==> src/design/sramx_pkg.sv <==
package sramx_pkg;

    typedef logic [31:0] sramx_word_t;

    // master to slave, held stable until addr_ok
    typedef struct packed {
        logic        req;
        logic        wr;
        sramx_word_t addr;
        sramx_word_t wdata;
    } sramx_req_t;

    // slave to master
    typedef struct packed {
        logic        addr_ok;
        logic        data_ok;
        sramx_word_t rdata;  // valid with data_ok on reads
    } sramx_resp_t;

    // data cache geometry, one word per line
    localparam int DC_LINES = 16;
    localparam int DC_IDX_W = $clog2(DC_LINES);
    localparam int DC_TAG_W = 32 - DC_IDX_W - 2;

    // masters sharing the memory port: ifetch, dcache, uncached
    localparam int ARB_MASTERS = 3;

endpackage

==> src/design/tu_pkg.sv <==
package tu_pkg;

    typedef enum logic [1:0] {
        TU_OP_NONE,
        TU_OP_SET_K0,
        TU_OP_READ_K0
    } tu_op_e;

    typedef logic [2:0] tu_k0_t;

    typedef struct packed {
        tu_op_e op;
        tu_k0_t k0;
    } tu_op_req_t;

    typedef struct packed {
        logic   valid;
        tu_k0_t k0;
    } tu_op_resp_t;

    typedef struct packed {
        logic [31:0] vaddr;
    } tu_addr_req_t;

    typedef struct packed {
        logic [31:0] paddr;
        logic        is_uncached;
    } tu_addr_resp_t;

    localparam tu_k0_t      K0_CACHED = 3'd3;
    localparam tu_k0_t      K0_RESET  = 3'd3;
    localparam logic [31:0] SEG_MASK  = 32'h1fff_ffff;
    localparam logic [2:0]  SEG_KSEG0 = 3'b100;  // top bits of kseg0
    localparam logic [2:0]  SEG_KSEG1 = 3'b101;  // top bits of kseg1

endpackage

==> src/design/translation_unit.sv <==
`timescale 1ns/10ps

module translation_unit import tu_pkg::*; (
    input  logic          aclk,
    input  logic          aresetn,
    input  tu_op_req_t    i_op,
    output tu_op_resp_t   o_op_resp,
    input  tu_addr_req_t  i_ireq,
    output tu_addr_resp_t o_iresp,
    input  tu_addr_req_t  i_dreq,
    output tu_addr_resp_t o_dresp
);

    tu_k0_t k0;
    logic   op_seen;

    // fixed segment mapping, no tlb
    function automatic tu_addr_resp_t translate(input logic [31:0] vaddr, input tu_k0_t k0_cur);
        tu_addr_resp_t r;
        r.paddr       = vaddr;
        r.is_uncached = 1'b0;
        if (vaddr[31:29] == SEG_KSEG0) begin
            r.paddr       = vaddr & SEG_MASK;
            r.is_uncached = (k0_cur != K0_CACHED);
        end else if (vaddr[31:29] == SEG_KSEG1) begin
            r.paddr       = vaddr & SEG_MASK;
            r.is_uncached = 1'b1;  // kseg1 never cached
        end
        return r;
    endfunction

    always_ff @(posedge aclk) begin
        if (aresetn) begin
            k0      <= K0_RESET;
            op_seen <= 1'b0;
        end else begin
            op_seen <= (i_op.op != TU_OP_NONE);  // read and set both answer
            if (i_op.op == TU_OP_SET_K0) begin
                k0 <= i_op.k0;
            end
        end
    end

    // response carries k0 after the op took effect
    assign o_op_resp.valid = op_seen;
    assign o_op_resp.k0    = k0;

    assign o_iresp = translate(i_ireq.vaddr, k0);
    assign o_dresp = translate(i_dreq.vaddr, k0);

endmodule

==> src/design/mmu.sv <==
`timescale 1ns/10ps

module mmu import sramx_pkg::*, tu_pkg::*; (
    input  logic        aclk,
    input  logic        aresetn,
    input  tu_op_req_t  i_tu_op,
    output tu_op_resp_t o_tu_op_resp,
    input  sramx_req_t  i_imem_req,
    output sramx_resp_t o_imem_resp,
    input  sramx_req_t  i_dmem_req,
    output sramx_resp_t o_dmem_resp,
    output sramx_req_t  o_ifetch_req,
    input  sramx_resp_t i_ifetch_resp,
    output sramx_req_t  o_dcache_req,
    input  sramx_resp_t i_dcache_resp,
    output sramx_req_t  o_uncached_req,
    input  sramx_resp_t i_uncached_resp
);

    tu_addr_req_t  ireq, dreq;
    tu_addr_resp_t iresp, dresp;

    logic cur_finished;   // stage 1 already got addr_ok
    logic last_finished;  // stage 2 already got data_ok
    logic last_uncached;  // target of stage 2

    logic d_uncached;
    logic tgt_addr_ok;
    logic stage1_ready;
    logic stage2_ready;
    logic issue_ok;

    assign ireq.vaddr = i_imem_req.addr;
    assign dreq.vaddr = i_dmem_req.addr;

    translation_unit u_tu (
        .aclk      (aclk),
        .aresetn   (aresetn),
        .i_op      (i_tu_op),
        .o_op_resp (o_tu_op_resp),
        .i_ireq    (ireq),
        .o_iresp   (iresp),
        .i_dreq    (dreq),
        .o_dresp   (dresp)
    );

    // instruction side, only the address changes
    always_comb begin
        o_ifetch_req      = i_imem_req;
        o_ifetch_req.addr = iresp.paddr;
    end
    assign o_imem_resp = i_ifetch_resp;

    assign d_uncached   = dresp.is_uncached;
    assign tgt_addr_ok  = d_uncached ? i_uncached_resp.addr_ok : i_dcache_resp.addr_ok;
    assign stage2_ready = last_finished || o_dmem_resp.data_ok;
    assign stage1_ready = stage2_ready && (cur_finished || tgt_addr_ok);

    // a second target only starts once stage 2 drains, so data_ok stays in order
    assign issue_ok = !cur_finished && (stage2_ready || (last_uncached == d_uncached));

    always_comb begin
        o_dcache_req   = '0;
        o_uncached_req = '0;
        if (d_uncached) begin
            o_uncached_req      = i_dmem_req;
            o_uncached_req.req  = i_dmem_req.req && issue_ok;
            o_uncached_req.addr = dresp.paddr;
        end else begin
            o_dcache_req      = i_dmem_req;
            o_dcache_req.req  = i_dmem_req.req && issue_ok;
            o_dcache_req.addr = dresp.paddr;
        end
    end

    assign o_dmem_resp.addr_ok = i_dmem_req.req && stage1_ready;
    assign o_dmem_resp.data_ok = last_uncached ? i_uncached_resp.data_ok : i_dcache_resp.data_ok;
    assign o_dmem_resp.rdata   = last_uncached ? i_uncached_resp.rdata : i_dcache_resp.rdata;

    always_ff @(posedge aclk) begin
        if (aresetn) begin
            cur_finished  <= 1'b0;
            last_finished <= 1'b1;
            last_uncached <= 1'b0;
        end else if (i_dmem_req.req && stage1_ready) begin
            // stage 1 moves into stage 2
            cur_finished  <= 1'b0;
            last_finished <= 1'b0;
            last_uncached <= d_uncached;
        end else begin
            if (i_dmem_req.req && !cur_finished) begin
                cur_finished <= tgt_addr_ok;
            end
            if (!last_finished) begin
                last_finished <= o_dmem_resp.data_ok;
            end
        end
    end

    // a response with nothing in stage 2 means a target answered out of turn
    a_no_stray_data_ok: assert property (@(posedge aclk) disable iff (aresetn)
        last_finished |-> !o_dmem_resp.data_ok);

endmodule

==> src/design/data_cache.sv <==
`timescale 1ns/10ps

module data_cache import sramx_pkg::*; (
    input  logic        aclk,
    input  logic        aresetn,
    input  sramx_req_t  i_req,
    output sramx_resp_t o_resp,
    output sramx_req_t  o_mem_req,
    input  sramx_resp_t i_mem_resp
);

    typedef enum logic [1:0] {
        DC_IDLE,
        DC_HIT,
        DC_MEM_ADDR,
        DC_MEM_DATA
    } dc_state_e;

    dc_state_e state;

    logic [DC_LINES-1:0] line_valid;
    logic [DC_TAG_W-1:0] line_tag [DC_LINES];
    sramx_word_t         line_data [DC_LINES];

    sramx_req_t          pend;  // accepted access
    sramx_word_t         hit_data;
    logic [DC_IDX_W-1:0] req_idx, pend_idx;
    logic [DC_TAG_W-1:0] req_tag, pend_tag;
    logic                req_hit, pend_hit;

    assign req_idx  = i_req.addr[DC_IDX_W+1:2];
    assign req_tag  = i_req.addr[31:DC_IDX_W+2];
    assign pend_idx = pend.addr[DC_IDX_W+1:2];
    assign pend_tag = pend.addr[31:DC_IDX_W+2];
    assign req_hit  = line_valid[req_idx] && (line_tag[req_idx] == req_tag);
    assign pend_hit = line_valid[pend_idx] && (line_tag[pend_idx] == pend_tag);

    assign o_resp.addr_ok = i_req.req && (state == DC_IDLE);
    assign o_resp.data_ok = (state == DC_HIT) || ((state == DC_MEM_DATA) && i_mem_resp.data_ok);
    assign o_resp.rdata   = (state == DC_HIT) ? hit_data : i_mem_resp.rdata;

    always_comb begin
        o_mem_req     = pend;
        o_mem_req.req = (state == DC_MEM_ADDR);
    end

    always_ff @(posedge aclk) begin
        if (aresetn) begin
            state      <= DC_IDLE;
            line_valid <= '0;
        end else begin
            case (state)
                DC_IDLE: if (i_req.req) begin
                    state <= (!i_req.wr && req_hit) ? DC_HIT : DC_MEM_ADDR;
                end
                DC_HIT: state <= DC_IDLE;
                DC_MEM_ADDR: if (i_mem_resp.addr_ok) state <= DC_MEM_DATA;
                DC_MEM_DATA: if (i_mem_resp.data_ok) begin
                    state <= DC_IDLE;
                    if (!pend.wr) line_valid[pend_idx] <= 1'b1;  // refill
                end
                default: state <= DC_IDLE;
            endcase
        end
    end

    // accepted access and hit word
    always_ff @(posedge aclk) begin
        if (state == DC_IDLE && i_req.req) begin
            pend     <= i_req;
            hit_data <= line_data[req_idx];
        end
        if (state == DC_MEM_DATA && i_mem_resp.data_ok) begin
            if (!pend.wr) begin
                line_tag[pend_idx]  <= pend_tag;
                line_data[pend_idx] <= i_mem_resp.rdata;
            end else if (pend_hit) begin
                line_data[pend_idx] <= pend.wdata;  // write-through without allocate
            end
        end
    end

    // a hit neither raises a memory request nor gets a memory response
    a_hit_no_mem: assert property (@(posedge aclk) disable iff (aresetn)
        (state == DC_HIT) |-> !o_mem_req.req && !i_mem_resp.data_ok);

endmodule

==> src/design/mem_arbiter.sv <==
`timescale 1ns/10ps

module mem_arbiter import sramx_pkg::*; (
    input  logic        aclk,
    input  logic        aresetn,
    input  sramx_req_t  i_ifetch_req,
    output sramx_resp_t o_ifetch_resp,
    input  sramx_req_t  i_dc_req,
    output sramx_resp_t o_dc_resp,
    input  sramx_req_t  i_unc_req,
    output sramx_resp_t o_unc_resp,
    output sramx_req_t  o_mem_req,
    input  sramx_resp_t i_mem_resp
);

    sramx_req_t  reqs  [ARB_MASTERS];
    sramx_resp_t resps [ARB_MASTERS];

    logic [1:0] rr_ptr;    // master with first priority
    logic [1:0] owner;
    logic       busy;      // grant locked to owner
    logic       accepted;  // owner's access got addr_ok
    logic [1:0] gnt_idx, cur_sel;
    logic       gnt_valid, cur_valid;

    assign reqs[0]       = i_ifetch_req;
    assign reqs[1]       = i_dc_req;
    assign reqs[2]       = i_unc_req;
    assign o_ifetch_resp = resps[0];
    assign o_dc_resp     = resps[1];
    assign o_unc_resp    = resps[2];

    always_comb begin
        int cand;
        gnt_valid = 1'b0;
        gnt_idx   = rr_ptr;
        for (int k = ARB_MASTERS - 1; k >= 0; k--) begin  // lowest offset wins
            cand = (int'(rr_ptr) + k) % ARB_MASTERS;
            if (reqs[cand].req) begin
                gnt_valid = 1'b1;
                gnt_idx   = 2'(cand);
            end
        end
    end

    assign cur_sel   = busy ? owner : gnt_idx;
    assign cur_valid = busy ? !accepted : gnt_valid;

    always_comb begin
        o_mem_req     = cur_valid ? reqs[cur_sel] : '0;
        o_mem_req.req = cur_valid && reqs[cur_sel].req;
        for (int m = 0; m < ARB_MASTERS; m++) begin
            resps[m].addr_ok = o_mem_req.req && (cur_sel == 2'(m)) && i_mem_resp.addr_ok;
            resps[m].data_ok = busy && (owner == 2'(m)) && i_mem_resp.data_ok;
            resps[m].rdata   = (busy && owner == 2'(m)) ? i_mem_resp.rdata : '0;
        end
    end

    always_ff @(posedge aclk) begin
        if (aresetn) begin
            rr_ptr   <= 2'd0;
            owner    <= 2'd0;
            busy     <= 1'b0;
            accepted <= 1'b0;
        end else if (!busy) begin
            if (gnt_valid) begin
                busy     <= 1'b1;
                owner    <= gnt_idx;
                accepted <= i_mem_resp.addr_ok;
            end
        end else if (!accepted) begin
            accepted <= i_mem_resp.addr_ok;
        end else if (i_mem_resp.data_ok) begin
            busy   <= 1'b0;
            rr_ptr <= (owner == 2'(ARB_MASTERS - 1)) ? 2'd0 : owner + 2'd1;
        end
    end

    a_data_ok_busy: assert property (@(posedge aclk) disable iff (aresetn)
        i_mem_resp.data_ok |-> busy);

endmodule

==> src/design/mmu_top.sv <==
`timescale 1ns/10ps

module mmu_top import sramx_pkg::*, tu_pkg::*; (
    input  logic        aclk,
    input  logic        aresetn,
    input  tu_op_req_t  i_tu_op,
    output tu_op_resp_t o_tu_op_resp,
    input  sramx_req_t  i_imem_req,
    output sramx_resp_t o_imem_resp,
    input  sramx_req_t  i_dmem_req,
    output sramx_resp_t o_dmem_resp,
    output sramx_req_t  o_mem_req,
    input  sramx_resp_t i_mem_resp
);

    sramx_req_t  ifetch_req, dcache_req, uncached_req, refill_req;
    sramx_resp_t ifetch_resp, dcache_resp, uncached_resp, refill_resp;

    mmu u_mmu (
        .aclk            (aclk),
        .aresetn         (aresetn),
        .i_tu_op         (i_tu_op),
        .o_tu_op_resp    (o_tu_op_resp),
        .i_imem_req      (i_imem_req),
        .o_imem_resp     (o_imem_resp),
        .i_dmem_req      (i_dmem_req),
        .o_dmem_resp     (o_dmem_resp),
        .o_ifetch_req    (ifetch_req),
        .i_ifetch_resp   (ifetch_resp),
        .o_dcache_req    (dcache_req),
        .i_dcache_resp   (dcache_resp),
        .o_uncached_req  (uncached_req),
        .i_uncached_resp (uncached_resp)
    );

    data_cache u_dcache (
        .aclk       (aclk),
        .aresetn    (aresetn),
        .i_req      (dcache_req),
        .o_resp     (dcache_resp),
        .o_mem_req  (refill_req),  // refill and write-through
        .i_mem_resp (refill_resp)
    );

    // port 0 ifetch, port 1 dcache, port 2 uncached
    mem_arbiter u_arb (
        .aclk          (aclk),
        .aresetn       (aresetn),
        .i_ifetch_req  (ifetch_req),
        .o_ifetch_resp (ifetch_resp),
        .i_dc_req      (refill_req),
        .o_dc_resp     (refill_resp),
        .i_unc_req     (uncached_req),
        .o_unc_resp    (uncached_resp),
        .o_mem_req     (o_mem_req),
        .i_mem_resp    (i_mem_resp)
    );

endmodule

==> config.mk <==
export PLATFORM = sky130hd
export DESIGN_NAME = mmu_top
export DESIGN_NICKNAME = d
export VERILOG_FILES = /design/src/design/sramx_pkg.sv /design/src/design/tu_pkg.sv /design/src/design/translation_unit.sv /design/src/design/mmu.sv /design/src/design/data_cache.sv /design/src/design/mem_arbiter.sv /design/src/design/mmu_top.sv
export SDC_FILE = /design/constraint.sdc
export NUM_CORES = 2
export LEC_CHECK = 0
export BUFFER_PORTS_ARGS = -buffer_cell sky130_fd_sc_hd__buf_2
export CORE_UTILIZATION = 45
export CTS_CLUSTER_SIZE = 20
export DETAILED_ROUTE_END_ITERATION = 8
export MAX_ROUTING_LAYER = met4
export PLACE_DENSITY_LB_ADDON = 0.2
export SYNTH_ARGS = -nofsm -noshare
export SYNTH_HDL_FRONTEND = slang
export SYNTH_SLANG_ARGS = --single-unit
export TNS_END_PERCENT = 20
==> constraint.sdc <==
create_clock -name aclk -period 9.5 [get_ports aclk]
set_input_delay 0.475 -clock aclk [delete_from_list [all_inputs] [get_ports aclk]]
set_output_delay 0.475 -clock aclk [all_outputs]
set_load 0.03 [all_outputs]
# Word level (Yosys, flattened, before mapping)
# Memories as Yosys holds them, arrays and structs flattened. A register that Yosys moved wholly into a read port is not among the register bits.
# Index checks and enable logic that the tools add are counted.
[totals]
elab_cells = 162
regBits = 96
mem_bits_rw = 928
in_bits = 173
output_inout_bits = 138
n_memories = 2
[op_classes]
n_reduce_logical = 41
n_eq_ne = 19
n_div = 3
bitwise_logic = 8
n_lt_le_gt_ge = 7
addsub = 3
n_mux = 64
[memory_table]
columns = ["memory", "depth", "width", "read_ports", "rd_clocked_by_memory_dff", "wr", "line", "source"]
rows = [
  ["u_dcache.line_data", 16, 32, 1, 1, 1, "data_cache.sv:23", "sramx_word_t line_data [DC_LINES];"],
  ["u_dcache.line_tag", 16, 26, 2, 1, 1, "data_cache.sv:22", "logic [DC_TAG_W-1:0] line_tag [DC_LINES];"],
]
[op_table]
columns = ["op", "n"]
rows = [
  ["two-way mux 66 bit", 10],
  ["binary-select mux 66 bit (select 2 bit)", 4],
  ["two-way mux 32 bit", 6],
  ["two-way mux 33 bit", 4],
  ["greater-or-equal comparator 32 x 3 -> 1 bit (second input constant)", 3],
  ["inverter 32 bit", 3],
  ["two-way mux 65 bit", 1],
  ["modulo 32 x 3 -> 32 bit (second input constant)", 2],
  ["== test 26 bit", 2],
  ["modulo 3 x 3 -> 32 bit (second input constant)", 1],
  ["two-way mux 1 bit", 25],
  ["logical AND 1 bit", 24],
  ["two-way mux 2 bit", 9],
  ["OR 16 bit", 1],
  ["== test 3 bit (second input constant)", 4],
  ["less-than comparator 4 x 5 -> 1 bit (second input constant)", 2],
  ["AND reduction 3 bit", 3],
  ["binary-select mux 1 bit (select 4 bit)", 2],
  ["== test 2 x 1 -> 1 bit (second input constant)", 4],
  ["== test 2 bit (second input constant)", 4],
  ["one-hot mux 2 bit (4 select lines)", 1],
  ["zero test 2 bit", 3],
  ["demux 1 bit (select 4 bit)", 1],
  ["greater-or-equal comparator 4 x 1 -> 1 bit (second input constant)", 1],
  ["17 further kinds", 25],
]

# Logic depth before layout (Yosys ltp)
[depth]
depth_word = 30
ltp_mapped = 15
depth_no_buf = 11

# Cells and area by module
# A second synthesis with hierarchy kept.
[hier_totals]
cells_unflattened = 2863
hier_area_um2 = 49591.3
[by_module_without_submodules]
columns = ["mod", "instances", "cells_per_inst", "area_per_inst_um2", "seq_area_each_um2"]
rows = [
  ["data_cache", 1, 2092, 44214.9, 31219.9],
  ["mem_arbiter", 1, 419, 2760.1, 120.1],
  ["mmu", 1, 266, 1945.6, 60.1],
  ["translation_unit", 1, 86, 670.6, 80.1],
]

# Worst setup path before layout
# No wires, ideal clock.
[synth_path]
path_type = "reg2out"
from = "register u_mmu.u_tu.k0[1]"
to = "output port o_dmem_resp[33] (netlist bit)"
t_arrival_ns = 9.774
t_required_ns = 9.025
n_path_buf = 3
slack_ns = -0.749
path_stages_with_launch = 10
path_cell_list = "dfxtp_1 -> and4bb_1 -> buf_2 -> nor2_1 -> buf_2 -> clkbuf_1 -> a311o_1 -> nor3_1 -> o21ai_0 -> o41ai_2"
[synth_rtl]
columns = ["element", "line", "source"]
rows = [
  ["start: declaration", "translation_unit.sv:14", "tu_k0_t k0;"],
  ["start signal: assignment", "translation_unit.sv:39", "k0 <= i_op.k0;"],
  ["end: declaration", "mmu_top.sv:11", "output sramx_resp_t o_dmem_resp,"],
]

==> results.md <==
* Status: completed
* Flop pwr share at 47.6%
* Drt wl/cell at 28.9 µm
* Pwr dens at 197 nW/µm²
* CP Class: reg2reg
* H-tree lvl count at 3
* Setup tns final at 0 ns
* RSZ-0062 raised after global routing: no
* Antenna violations before repair at 5
* Clk network pwr share at 39.9%
* Worst Tran Pin Value at 1.16 ns
* Top FF cell, synth: edfxtp_1
* Fin. max-slew vios at 0
* Antenna viol nets, final at 0
* Initial core utilization at 45.3%
* Mapped cell area at 49300 µm²
* Worst slew margin at 22.1%
* Row Count at 121
* Mapped Cells at 3410
* Drt initial violations at 3664
* Final Wtd Congestion at 0.914
* HP Class: in2reg
* Worst-skew pair later-pin latency at 0.73 ns
* Asr flop ratio synth at 0%
* Number of setup violations in the final report at 0
* Period minus WS final at 5.99 ns
* CTS tree: built
* CP peak stage delay at 0.81 ns
* Post-synthesis sequential area ratio at 63.9%
* Peak supply drop at 0.137 mV
* DRC viols at 0
* Yosys top cell by area: edfxtp_1
* Sw Share at 25.7%
* Lkg Pwr at 18.8 nW
* WP data arrival at 6.35 ns
* Area delta synth->final at 14.7%
* Crit end category: flop
* Synthesis Warnings at 0
* P_sw at 2.87 mW
* Top Ports at 311
* Port buffer count at 310
* Vias in the first global route at 31757
* DR pass1 iterations at 8
* Die ar. at 111000 µm²
* Number of synthesized flops with an enable pin at 1025
* DP Area at 52700 µm²
* Count leader, synth: edfxtp_1
* Core ar. at 109000 µm²
* Post-CTS setup buffer count at 0
* Top cells by count, synth: edfxtp_1, mux2i_1, o21ai_0
* Crit path top cell by count: buf_4
* Max clock buf depth at 3
* Synth Register Bits at 1060
* Final instance area at 56500 µm²
* Worst-path clk slew at 0.06 ns
* Worst setup SP type: flop
* Gate power share at 12.5%
* Largest cells by area after synthesis: edfxtp_1, mux4_2, mux2i_1
* Congestion Overflow GR at 0
* Max-cap violations at 0
* Slowest cell on the critical path: buf_4
* Share of cells above drive strength 1 at 26.2%
* Synth top area share at 62.5%
* Layout Nets at 3860
* TritonCTS buffer count at 113
* Maximum clock frequency at 0.167 GHz
* Die height at 333 µm
* PostCTS Resize Cnt at 0
* Via density at 6.23
* Synthesized Nets at 3585
* First-pass GRT wire length at 217000 µm
* Largest net degree at the start of global routing at 126
* Int Power at 8.29 mW
* Final period utilization at 63.1%
* Clk root buf: clkbuf_16
* CP required at 9.86 ns
* Routed WL at 150000 µm
* Setup Skew at 0.0343 ns
* Hold Violations, Final at 0
* Detail Placement HPWL at 88400 µm
* Vias at 32407
* Synth Area per Inst at 14.4 µm²
* GRT Total Usage at 27.5%
* Crit path cell chain: buf_4 -> mux4_2 -> mux4_2 -> xnor2_1 -> nand4_1 -> nor2_1 -> nand4_1 -> buf_4 -> nand2_1 -> nand2_1 -> nor2_4 -> buf_4
* CP max FO at 65
* Synth unique cells at 78
* CTS sink cnt at 1060
* Die W at 333 µm
## cells in the final DEF, fill, tap and decap left out, types with 15 or more instances in the layout
cell / count
edfxtp_1: 1025
buf_2: 307
mux2i_1: 233
a21oi_1: 230
o21ai_0: 229
mux2_2: 170
mux4_2: 156
nor2_1: 139
nand2_1: 124
buf_4: 119
a22oi_1: 116
clkbuf_16: 114
and2_1: 88
nand3_1: 75
inv_1: 59
a221oi_1: 45
o221ai_1: 39
and3_1: 36
dfxtp_1: 31
nor2_4: 27
clkinv_1: 27
clkinv_2: 25
o22ai_1: 22
clkbuf_1: 22
xnor2_1: 18
o21a_1: 17
nand2b_1: 16
a211o_1: 15
## layer usage
| layer | vias to the layer above | global-route usage [%] | wire (µm) |
|---|---|---|---|
| met1 | 16466 | 36.4 | 61300 |
| met4 | 0 | 8.42 | 4610 |
| li1 | 14072 | - | - |
| met3 | 288 | 4.22 | 12100 |
| met2 | 1581 | 43.7 | 72000 |
| met5 | - | - | 0 |
## cells by family after synthesis
| kind of cell | count (synthesis) | share of synthesized area, % |
|---|---|---|
| DFF | 1060 | 63.9 |
| AOI/OAI and AO/OA | 828 | 10.7 |
| and+or+nand+nor | 591 | 5.85 |
| muxes | 565 | 16.1 |
| buffers and inverters | 336 | 2.94 |
| xor gates and xnor gates | 28 | 0.498 |
| adders and majority gates | 2 | 0.0508 |
## power groups by stage
| stage | clock network, mW | logic, mW | registers, mW |
|---|---|---|---|
| final | 4.45 | 1.40 | 5.31 |
| after global routing | 4.67 | 1.48 | 5.32 |
| after CTS | 4.50 | 1.40 | 5.31 |
| after detailed placement | 0 | 1.39 | 5.40 |
| after global placement | 0 | 1.39 | 5.40 |
| after floorplan | 0 | 0.969 | 5.33 |
## area by class of cell
cell class,count,area [µm²]
flip-flops and latches,1060,31500
fillers,9092,52200
clock inverters,73,801
well taps,1414,1770
inverters,61,230
diodes,7,17.5
clock buffers,137,2950
multi-input cells,2014,16700
repair buffers,435,2550
## what timing repair did
action | 4_1_cts | 5_1_grt
hold buffers | 5 | 0
setup endpoints to repair | 0 | 0
endpoints found under the hold margin | 4 | 0
## per-stage QoR
stage / setup slack [ns] / power [mW] / cells / utilization, % / hold WS (ns)
final: 3.51 / 11.2 / 5201 / 52.0 / 0.0396
after global routing: 3.27 / 11.5 / 5199 / 52.0 / 0.0140
after CTS: 3.50 / 11.2 / 5194 / 52.0 / 0.00238
after detailed placement: 3.51 / 6.79 / 4979 / 48.5 / 0.473
after global placement: 3.53 / 6.79 / 4979 / 48.5 / 0.469
after floorplan: 2.58 / 6.30 / 3410 / - / 0.449
## worst max-delay path: cells and delay by family, from the launching register on
family | cells | cell delay [ns]
flops | 1 | 0.70
buf+inv | 3 | 1.73
simple gates | 6 | 1.77
xor+xnor | 1 | 0.39
mux | 2 | 0.91
## flip-flops by register name, indices dropped and copies added, names as in the netlist, 2 cells and up, named ones only
name / cells
u_arb.owner: 2
u_arb.rr_ptr: 2
u_dcache.hit_data: 32
u_dcache.line_data: 512
u_dcache.line_tag: 416
u_dcache.line_valid: 16
u_dcache.o_mem_req: 65
u_dcache.state: 2
u_mmu.u_tu.k0: 3
## worst paths after layout
path	endpoint	slack [ns]	start	cells after the start
worst max-delay path	u_dcache.line_data[2][16]$_DFFE_PP_	3.51	flop	12
worst min-delay path	u_dcache.o_mem_req[11]$_SDFFCE_PN0P_	0.04	i_dmem_req[11]	2
worst max register to register	u_dcache.line_data[2][16]$_DFFE_PP_	3.51	flop	12
worst min register to register	u_dcache.line_valid[3]$_SDFFE_PP0P_	0.49	u_dcache.line_valid[3]$_SDFFE_PP0P_	1
Power figures use the tool's default switching activity.
